--- src/scara_pkg.sv ---
// SCARA motion package with command word layout, opcodes and joint types
package scara_pkg;

	// ==============================
	// Field widths
	// ==============================

	// Full stream word toward and from the host
	localparam int WORD_W   = 32;
	localparam int OPCODE_W = 4;
	// Signed magnitude axis value
	localparam int AXIS_W   = 14;
	// Magnitude part of an axis value
	localparam int STEP_W   = 13;
	// Joint position counter
	localparam int POS_W    = 16;

	// ==============================
	// Types
	// ==============================

	// Command and response share one layout
	typedef logic [WORD_W-1:0] cmd_word_t;
	typedef logic [OPCODE_W-1:0] opcode_t;
	typedef logic [AXIS_W-1:0] axis_value_t;
	typedef logic [STEP_W-1:0] step_count_t;
	typedef logic signed [POS_W-1:0] position_t;

	// ==============================
	// Opcodes
	// ==============================

	// Step both joints by their axis values
	localparam opcode_t OP_MOVE   = 4'd1;
	// Clear both position counters
	localparam opcode_t OP_ZERO   = 4'd2;
	// Returned in place of any unknown opcode
	localparam opcode_t OP_REJECT = 4'd15;

	// ==============================
	// Field positions in the word
	// ==============================

	localparam int OPCODE_LSB   = 0;
	// Joint 1 axis in bits 17..4
	localparam int AXIS1_LSB    = 4;
	// Joint 2 axis in bits 31..18
	localparam int AXIS2_LSB    = 18;
	// Direction bit inside an axis value, set means negative
	localparam int AXIS_DIR_BIT = 13;

endpackage : scara_pkg

--- src/stepper_joint.sv ---
// Stepper joint producing step and direction pulses and tracking its signed position
`timescale 1ns/10ps

module stepper_joint #(
	parameter int STEP_HALF_PERIOD = 4
) (
	input  logic                  CLOCK_50,
	input  logic                  rst_n,
	input  logic                  start,
	input  logic                  clear,
	input  scara_pkg::step_count_t steps,
	input  logic                  dir,
	output logic                  step,
	output logic                  dir_pin,
	output logic                  busy,
	output scara_pkg::position_t  position
);

	import scara_pkg::*;

	// ==============================
	// Phase timer sizing
	// ==============================

	// Timer runs 0 .. STEP_HALF_PERIOD-1 in each phase
	localparam int TIMER_W = (STEP_HALF_PERIOD > 1) ? $clog2(STEP_HALF_PERIOD) : 1;
	localparam logic [TIMER_W-1:0] HALF_LAST = TIMER_W'(STEP_HALF_PERIOD - 1);

	// Steps still to finish, including the one in progress
	step_count_t remaining;
	logic [TIMER_W-1:0] phase_timer;
	logic phase_done;
	logic launch;

	// Last cycle of the current high or low phase
	assign phase_done = (phase_timer == HALF_LAST);

	// New move only from idle and only with a nonzero count
	assign launch = start && !busy && (steps != '0);

	// ==============================
	// Step waveform
	// ==============================

	always_ff @(posedge CLOCK_50) begin
		if (!rst_n) begin
			busy        <= 1'b0;
			step        <= 1'b0;
			dir_pin     <= 1'b0;
			remaining   <= '0;
			phase_timer <= '0;
		end else if (launch) begin
			// High phase begins on the same edge as busy
			busy        <= 1'b1;
			step        <= 1'b1;
			dir_pin     <= dir;
			remaining   <= steps;
			phase_timer <= '0;
		end else if (busy) begin
			if (phase_done) begin
				phase_timer <= '0;
				if (step) begin
					// High phase over
					step <= 1'b0;
				end else if (remaining == step_count_t'(1)) begin
					// Last low phase over
					busy      <= 1'b0;
					remaining <= '0;
				end else begin
					// Next step starts
					remaining <= remaining - step_count_t'(1);
					step      <= 1'b1;
				end
			end else begin
				phase_timer <= phase_timer + 1'b1;
			end
		end
	end

	// ==============================
	// Position counter
	// ==============================

	// Counts on the edge that ends each high phase
	always_ff @(posedge CLOCK_50) begin
		if (!rst_n) begin
			position <= '0;
		end else if (clear) begin
			position <= '0;
		end else if (busy && step && phase_done) begin
			if (dir_pin) begin
				position <= position - position_t'(1);
			end else begin
				position <= position + position_t'(1);
			end
		end
	end

endmodule : stepper_joint

--- src/move_sequencer.sv ---
// Command sequencer that accepts words, dispatches both joints and returns a response
`timescale 1ns/10ps

module move_sequencer (
	input  logic                   CLOCK_50,
	input  logic                   rst_n,

	// Command stream from host
	input  scara_pkg::cmd_word_t   cmd_data,
	input  logic                   cmd_valid,
	output logic                   cmd_ready,

	// Response stream to host
	output scara_pkg::cmd_word_t   rsp_data,
	output logic                   rsp_valid,
	input  logic                   rsp_ready,

	// Shared joint controls
	output logic                   joint_start,
	output logic                   joint_clear,

	// Per joint move request and status
	output scara_pkg::step_count_t joint1_steps,
	output logic                   joint1_dir,
	input  logic                   joint1_busy,
	output scara_pkg::step_count_t joint2_steps,
	output logic                   joint2_dir,
	input  logic                   joint2_busy
);

	import scara_pkg::*;

	// ==============================
	// State and held word
	// ==============================

	typedef enum logic [1:0] {
		ST_IDLE,
		ST_DISPATCH,
		ST_WAIT,
		ST_RESPOND
	} seq_state_t;

	seq_state_t state;

	// Accepted word with the opcode already fixed up for the response
	cmd_word_t held_word;

	opcode_t in_opcode;
	logic in_known;
	logic accept;
	logic joints_idle;
	axis_value_t axis1;
	axis_value_t axis2;

	// ==============================
	// Incoming word decode
	// ==============================

	assign in_opcode = cmd_data[OPCODE_LSB +: OPCODE_W];
	assign in_known  = (in_opcode == OP_MOVE) || (in_opcode == OP_ZERO);

	// Transfer on a valid and ready edge
	assign cmd_ready = (state == ST_IDLE);
	assign accept    = cmd_valid && cmd_ready;

	assign joints_idle = !joint1_busy && !joint2_busy;

	// ==============================
	// Sequencer FSM
	// ==============================

	always_ff @(posedge CLOCK_50) begin
		if (!rst_n) begin
			state       <= ST_IDLE;
			joint_start <= 1'b0;
			joint_clear <= 1'b0;
		end else begin
			// Start and clear are single cycle pulses
			joint_start <= 1'b0;
			joint_clear <= 1'b0;
			case (state)
				ST_IDLE: begin
					if (accept) begin
						joint_start <= (in_opcode == OP_MOVE);
						joint_clear <= (in_opcode == OP_ZERO);
						state       <= ST_DISPATCH;
					end
				end
				// Pulse cycle, joints see start or clear here
				ST_DISPATCH: begin
					state <= ST_WAIT;
				end
				// Busy is valid from here on
				ST_WAIT: begin
					if (joints_idle) begin
						state <= ST_RESPOND;
					end
				end
				// Hold response until the sink takes it
				ST_RESPOND: begin
					if (rsp_ready) begin
						state <= ST_IDLE;
					end
				end
				default: begin
					state <= ST_IDLE;
				end
			endcase
		end
	end

	// ==============================
	// Held word and response
	// ==============================

	always_ff @(posedge CLOCK_50) begin
		if (accept) begin
			held_word <= cmd_data;
			// Unknown opcodes come back marked as rejected
			if (!in_known) begin
				held_word[OPCODE_LSB +: OPCODE_W] <= OP_REJECT;
			end
		end
	end

	// Stable through back-pressure since held_word loads only in idle
	assign rsp_data  = held_word;
	assign rsp_valid = (state == ST_RESPOND);

	// Axis fields of the held word
	assign axis1 = held_word[AXIS1_LSB +: AXIS_W];
	assign axis2 = held_word[AXIS2_LSB +: AXIS_W];

	// Magnitude and direction per joint
	assign joint1_steps = axis1[STEP_W-1:0];
	assign joint1_dir   = axis1[AXIS_DIR_BIT];
	assign joint2_steps = axis2[STEP_W-1:0];
	assign joint2_dir   = axis2[AXIS_DIR_BIT];

endmodule : move_sequencer

--- src/scara_motion_top.sv ---
// SCARA motion top level joining the command sequencer to two stepper joints
`timescale 1ns/10ps

module scara_motion_top #(
	parameter int STEP_HALF_PERIOD = 4
) (
	input  logic                 CLOCK_50,
	input  logic                 rst_n,

	// Command stream in
	input  scara_pkg::cmd_word_t cmd_data,
	input  logic                 cmd_valid,
	output logic                 cmd_ready,

	// Response stream out
	output scara_pkg::cmd_word_t rsp_data,
	output logic                 rsp_valid,
	input  logic                 rsp_ready,

	// Joint 1 driver pins and position
	output logic                 joint1_step,
	output logic                 joint1_dir,
	output scara_pkg::position_t joint1_position,

	// Joint 2 driver pins and position
	output logic                 joint2_step,
	output logic                 joint2_dir,
	output scara_pkg::position_t joint2_position
);

	import scara_pkg::*;

	// ==============================
	// Sequencer to joint wiring
	// ==============================

	logic joint_start;
	logic joint_clear;
	step_count_t joint1_steps;
	step_count_t joint2_steps;
	// Requested direction, latched by each joint at start
	logic joint1_dir_req;
	logic joint2_dir_req;
	logic joint1_busy;
	logic joint2_busy;

	move_sequencer i_move_sequencer (
		.CLOCK_50     (CLOCK_50),
		.rst_n        (rst_n),
		.cmd_data     (cmd_data),
		.cmd_valid    (cmd_valid),
		.cmd_ready    (cmd_ready),
		.rsp_data     (rsp_data),
		.rsp_valid    (rsp_valid),
		.rsp_ready    (rsp_ready),
		.joint_start  (joint_start),
		.joint_clear  (joint_clear),
		.joint1_steps (joint1_steps),
		.joint1_dir   (joint1_dir_req),
		.joint1_busy  (joint1_busy),
		.joint2_steps (joint2_steps),
		.joint2_dir   (joint2_dir_req),
		.joint2_busy  (joint2_busy)
	);

	// ==============================
	// Joints
	// ==============================

	// Both joints run from the shared start and clear pulses
	stepper_joint #(
		.STEP_HALF_PERIOD (STEP_HALF_PERIOD)
	) joint1 (
		.CLOCK_50 (CLOCK_50),
		.rst_n    (rst_n),
		.start    (joint_start),
		.clear    (joint_clear),
		.steps    (joint1_steps),
		.dir      (joint1_dir_req),
		.step     (joint1_step),
		.dir_pin  (joint1_dir),
		.busy     (joint1_busy),
		.position (joint1_position)
	);

	stepper_joint #(
		.STEP_HALF_PERIOD (STEP_HALF_PERIOD)
	) joint2 (
		.CLOCK_50 (CLOCK_50),
		.rst_n    (rst_n),
		.start    (joint_start),
		.clear    (joint_clear),
		.steps    (joint2_steps),
		.dir      (joint2_dir_req),
		.step     (joint2_step),
		.dir_pin  (joint2_dir),
		.busy     (joint2_busy),
		.position (joint2_position)
	);

endmodule : scara_motion_top

--- config.mk ---
export PLATFORM = sky130hd
export DESIGN_NAME = scara_motion_top
export DESIGN_NICKNAME = d
export VERILOG_FILES = /design/src/scara_pkg.sv /design/src/stepper_joint.sv /design/src/move_sequencer.sv /design/src/scara_motion_top.sv
export SDC_FILE = /design/constraint.sdc
export NUM_CORES = 1
export LEC_CHECK = 0
export BUFFER_PORTS_ARGS = -buffer_cell sky130_fd_sc_hd__buf_2
export CORE_AREA = 2 2 122 124
export CTS_BUF_LIST = sky130_fd_sc_hd__clkbuf_8
export CTS_CLUSTER_DIAMETER = 60
export CTS_CLUSTER_SIZE = 20
export DETAILED_ROUTE_END_ITERATION = 8
export DIE_AREA = 0 0 124 126
export PLACE_DENSITY = 0.63
export RECOVER_POWER = 100
export SLEW_MARGIN = 20
export SYNTH_ARGS = -nofsm -noshare
export SYNTH_HDL_FRONTEND = slang
export SYNTH_SLANG_ARGS = --single-unit
--- constraint.sdc ---
create_clock -name CLOCK_50 -period 3.3 [get_ports CLOCK_50]
set_clock_uncertainty 0.15 [all_clocks]
set_input_delay 0.33 -clock CLOCK_50 [delete_from_list [all_inputs] [get_ports CLOCK_50]]
set_output_delay 0.33 -clock CLOCK_50 [all_outputs]
set_load 0.01 [all_outputs]
## After elaboration in Yosys (flattened, before gate mapping)

Cells that the tools add are included.
W data, S select, Z words.

| word-level totals | value |
|---|---|
| register bits after elaboration | 104 |
| output and inout port bits | 70 |
| logic and storage cells | 105 |
| bits of input ports | 36 |

| cells by class | value |
|---|---|
| bitwise logic cells | 1 |
| multiplexer cells | 36 |
| equal/unequal tests | 14 |
| reductions and logical operators | 29 |
| add/subtract/negate cells | 8 |

Operators with widths:

| kind | number |
|---|---|
| $mux W13 | 10 |
| $add A16 B2 Y16 const B | 2 |
| $mux W16 | 2 |
| $sub A16 B2 Y16 const B | 2 |
| $eq A13 B1 Y1 const B | 2 |
| $reduce_bool A13 Y1 | 2 |
| $sub A13 B1 Y13 const B | 2 |
| $mux W1 | 18 |
| $reduce_and A3 Y1 | 4 |
| $logic_and A1 B1 Y1 | 10 |
| $mux W2 | 5 |
| $eq A2 B2 Y1 const B | 4 |
| $pmux W2 S4 | 1 |
| $reduce_bool A2 Y1 | 4 |
| $ne A2 B2 Y1 const B | 3 |
| $reduce_or A2 Y1 | 3 |
| $add A2 B1 Y2 const B | 2 |
| $eq A4 B1 Y1 const B | 1 |
| $eq A4 B2 Y1 const B | 1 |
| $ne A2 B1 Y1 const B | 2 |
| $reduce_and A2 Y1 | 2 |
| $eq A2 B1 Y1 const B | 1 |
| $logic_not A1 Y1 | 2 |
| $logic_not A2 Y1 | 1 |
| 2 further kinds | 2 |

## Logic depth before layout (Yosys ltp)

| depth | value |
|---|---|
| word-level depth | 6 |
| mapped depth | 9 |
| depth with buffers taken out | 8 |

## By module

Synthesis repeated with hierarchy kept, for this count alone.

| second synthesis, totals | value |
|---|---|
| cell total of the unflattened synthesis | 664 |
| area total of the unflattened synthesis | 5948.2 um2 |

By module, submodules not included:

| module | times used | area an instance (um2) | cells each | seq. area each (um2) |
|---|---|---|---|---|
| stepper_joint at joint1 | 1 | 2285.9 | 293 | 680.7 |
| stepper_joint at joint2 | 1 | 2238.4 | 282 | 680.7 |
| move_sequencer | 1 | 1423.9 | 89 | 1041.0 |

## Worst setup path after synthesis

OpenSTA, ideal clock, no wires.

| timing path | value |
|---|---|
| kind | reg2reg |
| start point | register joint1.dir_pin |
| end point | register joint1.position[15] |
| setup slack | 0.678 ns |
| stages on the path, launching flop included | 9 |
| arrival | 2.401 ns |
| setup time | 0.072 ns |
| data required time | 3.078 ns |
| buffers on the path | 1 |
| clock period less this slack | 2.622 ns |
| path through | dfxtp_1 > ha_1 > clkbuf_1 > a21o_1 > a31o_2 > a221oi_1 > nor2_1 > a211oi_1 > mux2i_1 |

| on the way | value |
|---|---|
| word-level cells in the longest chain between the ends | 1 |

RTL lines:

| item | line | source |
|---|---|---|
| start, declared | stepper_joint.sv:14 | `output logic dir_pin,` |
| start signal, assigned | stepper_joint.sv:56 | `dir_pin <= dir;` |
| $mux W16 | stepper_joint.sv:91 | `if (dir_pin) begin` |
| end signal, assigned | stepper_joint.sv:92 | `position <= position - position_t'(1);` |
| end signal, assigned | stepper_joint.sv:94 | `position <= position + position_t'(1);` |
| end, declared | stepper_joint.sv:16 | `output scara_pkg::position_t position` |

Every way passes these cells.
A chain may end at the register's enable or synchronous reset.

## Final worst setup path

| timing path | value |
|---|---|
| start point | register joint1.remaining[2] |
| end point | register joint1.remaining[11] |

| on the way | value |
|---|---|
| word-level cells in the longest chain between the ends | 6 |
| elaborated cells on any way between the ends | 7 |

RTL lines:

| item | line | source |
|---|---|---|
| start, declared | stepper_joint.sv:30 | `step_count_t remaining;` |
| start signal, assigned | stepper_joint.sv:57 | `remaining <= steps;` |
| start signal, assigned | stepper_joint.sv:71 | `remaining <= remaining - step_count_t'(1);` |
| $sub A13 B1 Y13 or $eq A13 B1 Y1 (tied branches) | stepper_joint.sv:71, stepper_joint.sv:65 |  |
| $mux W13 * | stepper_joint.sv:65 | `end else if (remaining == step_count_t'(1)) begin` |
| $mux W13 * | stepper_joint.sv:62 | `if (step) begin` |
| $mux W13 * | stepper_joint.sv:60 | `if (phase_done) begin` |
| $mux W13 * | stepper_joint.sv:59 | `end else if (busy) begin` |
| $mux W13 * | stepper_joint.sv:52 | `end else if (launch) begin` |

Mark *: on every way between the ends. The rest lies on a longest branch, timed or not. The select of a mux whose other input is x is not followed.

==> results.txt <==
Row Count: 44
Area leader, netlist: dfxtp_1
Peak supply drop: 0.515 mV
Setup_tns: 0 ps
DR vias: 5182
Final hold vios: 0
Fmax: 355 MHz
First-pass GRT wire length: 23400 um
ANT cells: 0
DRT antenna net count: 0
Max H-tree Level: 3
Syn Nets: 707
Core Region: 0.0143 mm^2
CTS Buf Count: 9
Endpoints failing setup: 0
Clock latency on the worst-skew pair: 400 ps
# IOs: 106
Vias in the first global route: 4948
Power Density: 416 mW/mm^2
Unrepaired setup endpoints after global routing: no
Startpoint types: register
Port buffer count: 105
Global Route Usage Sum: 18.6%
Critical path class: register to register
Routed WL: 14100 um
Die H: 126 um
First-pass DRT Iterations: 5
CTS Sinks: 104
Failing checks: capacitance limit, slew limit
Largest cells by area after synthesis: dfxtp_1 25%, edfxtp_1 17%, ha_1 8.2%, a21oi_1 4.6%, xnor2_1 4.5%
Wire length per cell: 14.9 um
Final worst path period need: 2810 ps
CTS tree: done
Post-synthesis sequential area ratio: 42.4%
Final period utilization: 85.2%
DRC viols: 0
Crit path arrival time: 2960 ps
Final Max Tran Viols: 34
Reported leakage power: 2.61 nW
Die W: 124 um
Rel. slew slack: -14.7%
Iteration-0 DRC Markers: 288
Initial core utilization: 39.6%
Average vias per placed instance: 5.45
Top FF cell, synth: dfxtp_1
Crit path required time: 3450 ps
GR Overflow Total: 0
Fillers: 1429
Layout cell share with drive strength beyond 1: 7.96%
Clk buf depth: 2
Area growth syn-to-layout: 19.2%
Max FO, Critical Path: 8
Outcome: complete, but fails checks
Synthesized area per cell: 8.96 um^2
Area of the multi-input gates: 0.00307 mm^2
Nets: 836
DP HPWL: 9920 um
Die area: 0.0156 mm^2
Gpl congestion: 0.895
Clk slew on worst S/H paths: 110 ps
Synth warn: 0
Max-capacitance violation count: 1
Mapped Cells: 632
Synth unique cells: 59
Antenna violations before repair: 0
CTS Root Cell: clkbuf_8
Hold Path Class: input pin to register
Largest net degree at the start of global routing: 34
Total power: 0.00281 W
Synth top area share: 25.5%
Slew @ Worst Pin: 1720 ps
Flops & latches, synth: 104
Ys async rst share: 0%
Post-synth EDFFs: 32
Critical path endpoint category: register
Cell area after synthesis: 0.00566 mm^2
FF+latch area: 0.00240 mm^2
-- synth_stat cells (2+ instances only) --
cell type  instances
dfxtp_1           72
nand2_1           62
nor2_1            55
a21oi_1           52
o21ai_0           43
ha_1              37
edfxtp_1          32
xnor2_1           29
nand3_1           25
nor3_1            21
clkbuf_1          20
a211oi_1          18
inv_1             18
nor4_1            15
a21o_1            11
a31oi_1            8
and2_1             6
and3_1             6
nand4_1            6
o21ai_1            6
o21bai_1           6
a221oi_1           5
mux2i_1            5
nand3b_1           5
nor3b_1            5
xor2_1             5
nor2b_1            4
o211ai_1           4
o22ai_1            4
or3_1              4
nand2b_1           3
nor4b_1            3
a22oi_1            2
a32oi_1            2
and4_1             2
and4b_1            2
buf_4              2
fa_1               2
o21a_1             2
o21ai_2            2
or2_2              2
or4_4              2
-- flip-flops by register name, indices dropped and copies added (netlist names) --
register and flops:
i_move_sequencer.joint_clear 1, joint1.dir_pin 1, joint1.remaining 13, joint2.phase_timer 2, i_move_sequencer.joint_start 1, joint1.phase_timer 2, joint1.position 16, joint2.busy 1
joint1.step 1, joint2.position 16, joint1.busy 1, joint2.dir_pin 1, i_move_sequencer.rsp_data 32, joint2.step 1, i_move_sequencer.state 2, joint2.remaining 13
-- cells in the final DEF, fill, tap and decap left out, drive strengths merged, types with 4 or more instances in the layout --
cell | synthesis | layout
nand2 | 62 | 62
buf | 3 | 40
nand3b | 5 | 5
nor2b | 4 | 4
nand4 | 6 | 6
nand3 | 26 | 26
inv | 18 | 23
a21oi | 52 | 52
xor2 | 5 | 5
clkbuf | 20 | 82
a31oi | 8 | 8
nor2 | 55 | 55
a221oi | 5 | 5
o21ai | 51 | 51
mux2i | 5 | 5
or3 | 5 | 5
nor3b | 5 | 5
and2 | 6 | 6
o211ai | 4 | 4
dlygate4sd3 | 0 | 28
o22ai | 4 | 4
o21bai | 6 | 6
a211oi | 18 | 18
xnor2 | 29 | 29
nor4 | 15 | 15
edfxtp | 32 | 32
dfxtp | 72 | 72
a21o | 11 | 11
nor3 | 21 | 21
ha | 37 | 37
and3 | 6 | 6
-- layout make-up --
| class | instances | area share (%) |
|---|---|---|
| repair buffers | 141 | 11.4 |
| well taps | 184 | 3.41 |
| inverters | 18 | 1.00 |
| clock inverters | 7 | 1.33 |
| clock buffers | 9 | 1.83 |
| flip-flops and latches | 104 | 35.6 |
| multi-input cells | 487 | 45.5 |
-- repair_timing --
action,4_1_cts,5_1_grt
gates resized for setup,0,0
setup buffers,0,0
hold endpoints to repair,28,0
hold buffers,28,0
-- metrics by stage --
stage                     instances  worst slack (ps)  util (%)  area [um^2]  hold slack [ps]
after floorplan                 632               678         -         5660              279
after global placement          906               676      44.6         6380              309
after detailed placement        906               628      44.6         6380              316
after CTS                       950               605      48.1         6880             73.2
after global routing            950               222      47.2         6750             91.8
final                           950               487      47.2         6750              108
-- critical path, cell delays in order, from the launching register on --
cell and delay (ps):
dfxtp_1 370, or4_1 630, or2_0 330, o21ai_0 690, o22ai_1 190, a221oi_1 280
nor2_1 70
-- metal layers --
layer	vias to the layer above	GRT usage (%)	wire, um
li1	2593	-	-
met1	2419	24.7	6690
met2	154	29.2	6330
met3	16	5.80	941
met4	0	5.09	181
met5	-	0	0
-- path summary, 6_finish.rpt --
kind / from / endpoint / slack [ps] / cells after the start
setup / recovery: joint1.remaining[2] / joint1.remaining[11] / 490 / 6
hold / removal: cmd_data[0] / i_move_sequencer.joint_start / 110 / 3
setup reg to reg: joint1.remaining[2] / joint1.remaining[11] / 490 / 6
hold reg to reg: joint2.position[5] / joint2.position[5] / 330 / 2
-- power by group --
part	internal [W]	switching (W)
combinational	0.000145	0.000249
clock	0.000374	0.000506
sequential	0.00145	0.0000840
-- logic make-up (layout without fill, tap and decap cells) --
kind of cell / Yosys count / after routing / share of synthesized area (%)
muxes: 5 / 5 / 0.884
buffers and inverters: 41 / 175 / 2.87
adders and majority gates: 39 / 39 / 8.88
DFF: 104 / 104 / 42.4
and+or+nand+nor: 232 / 232 / 20.5
xor gates and xnor gates: 34 / 34 / 5.26
AOI/OAI and AO/OA: 177 / 177 / 19.2
No activity file was read; power rests on OpenSTA's default activity.
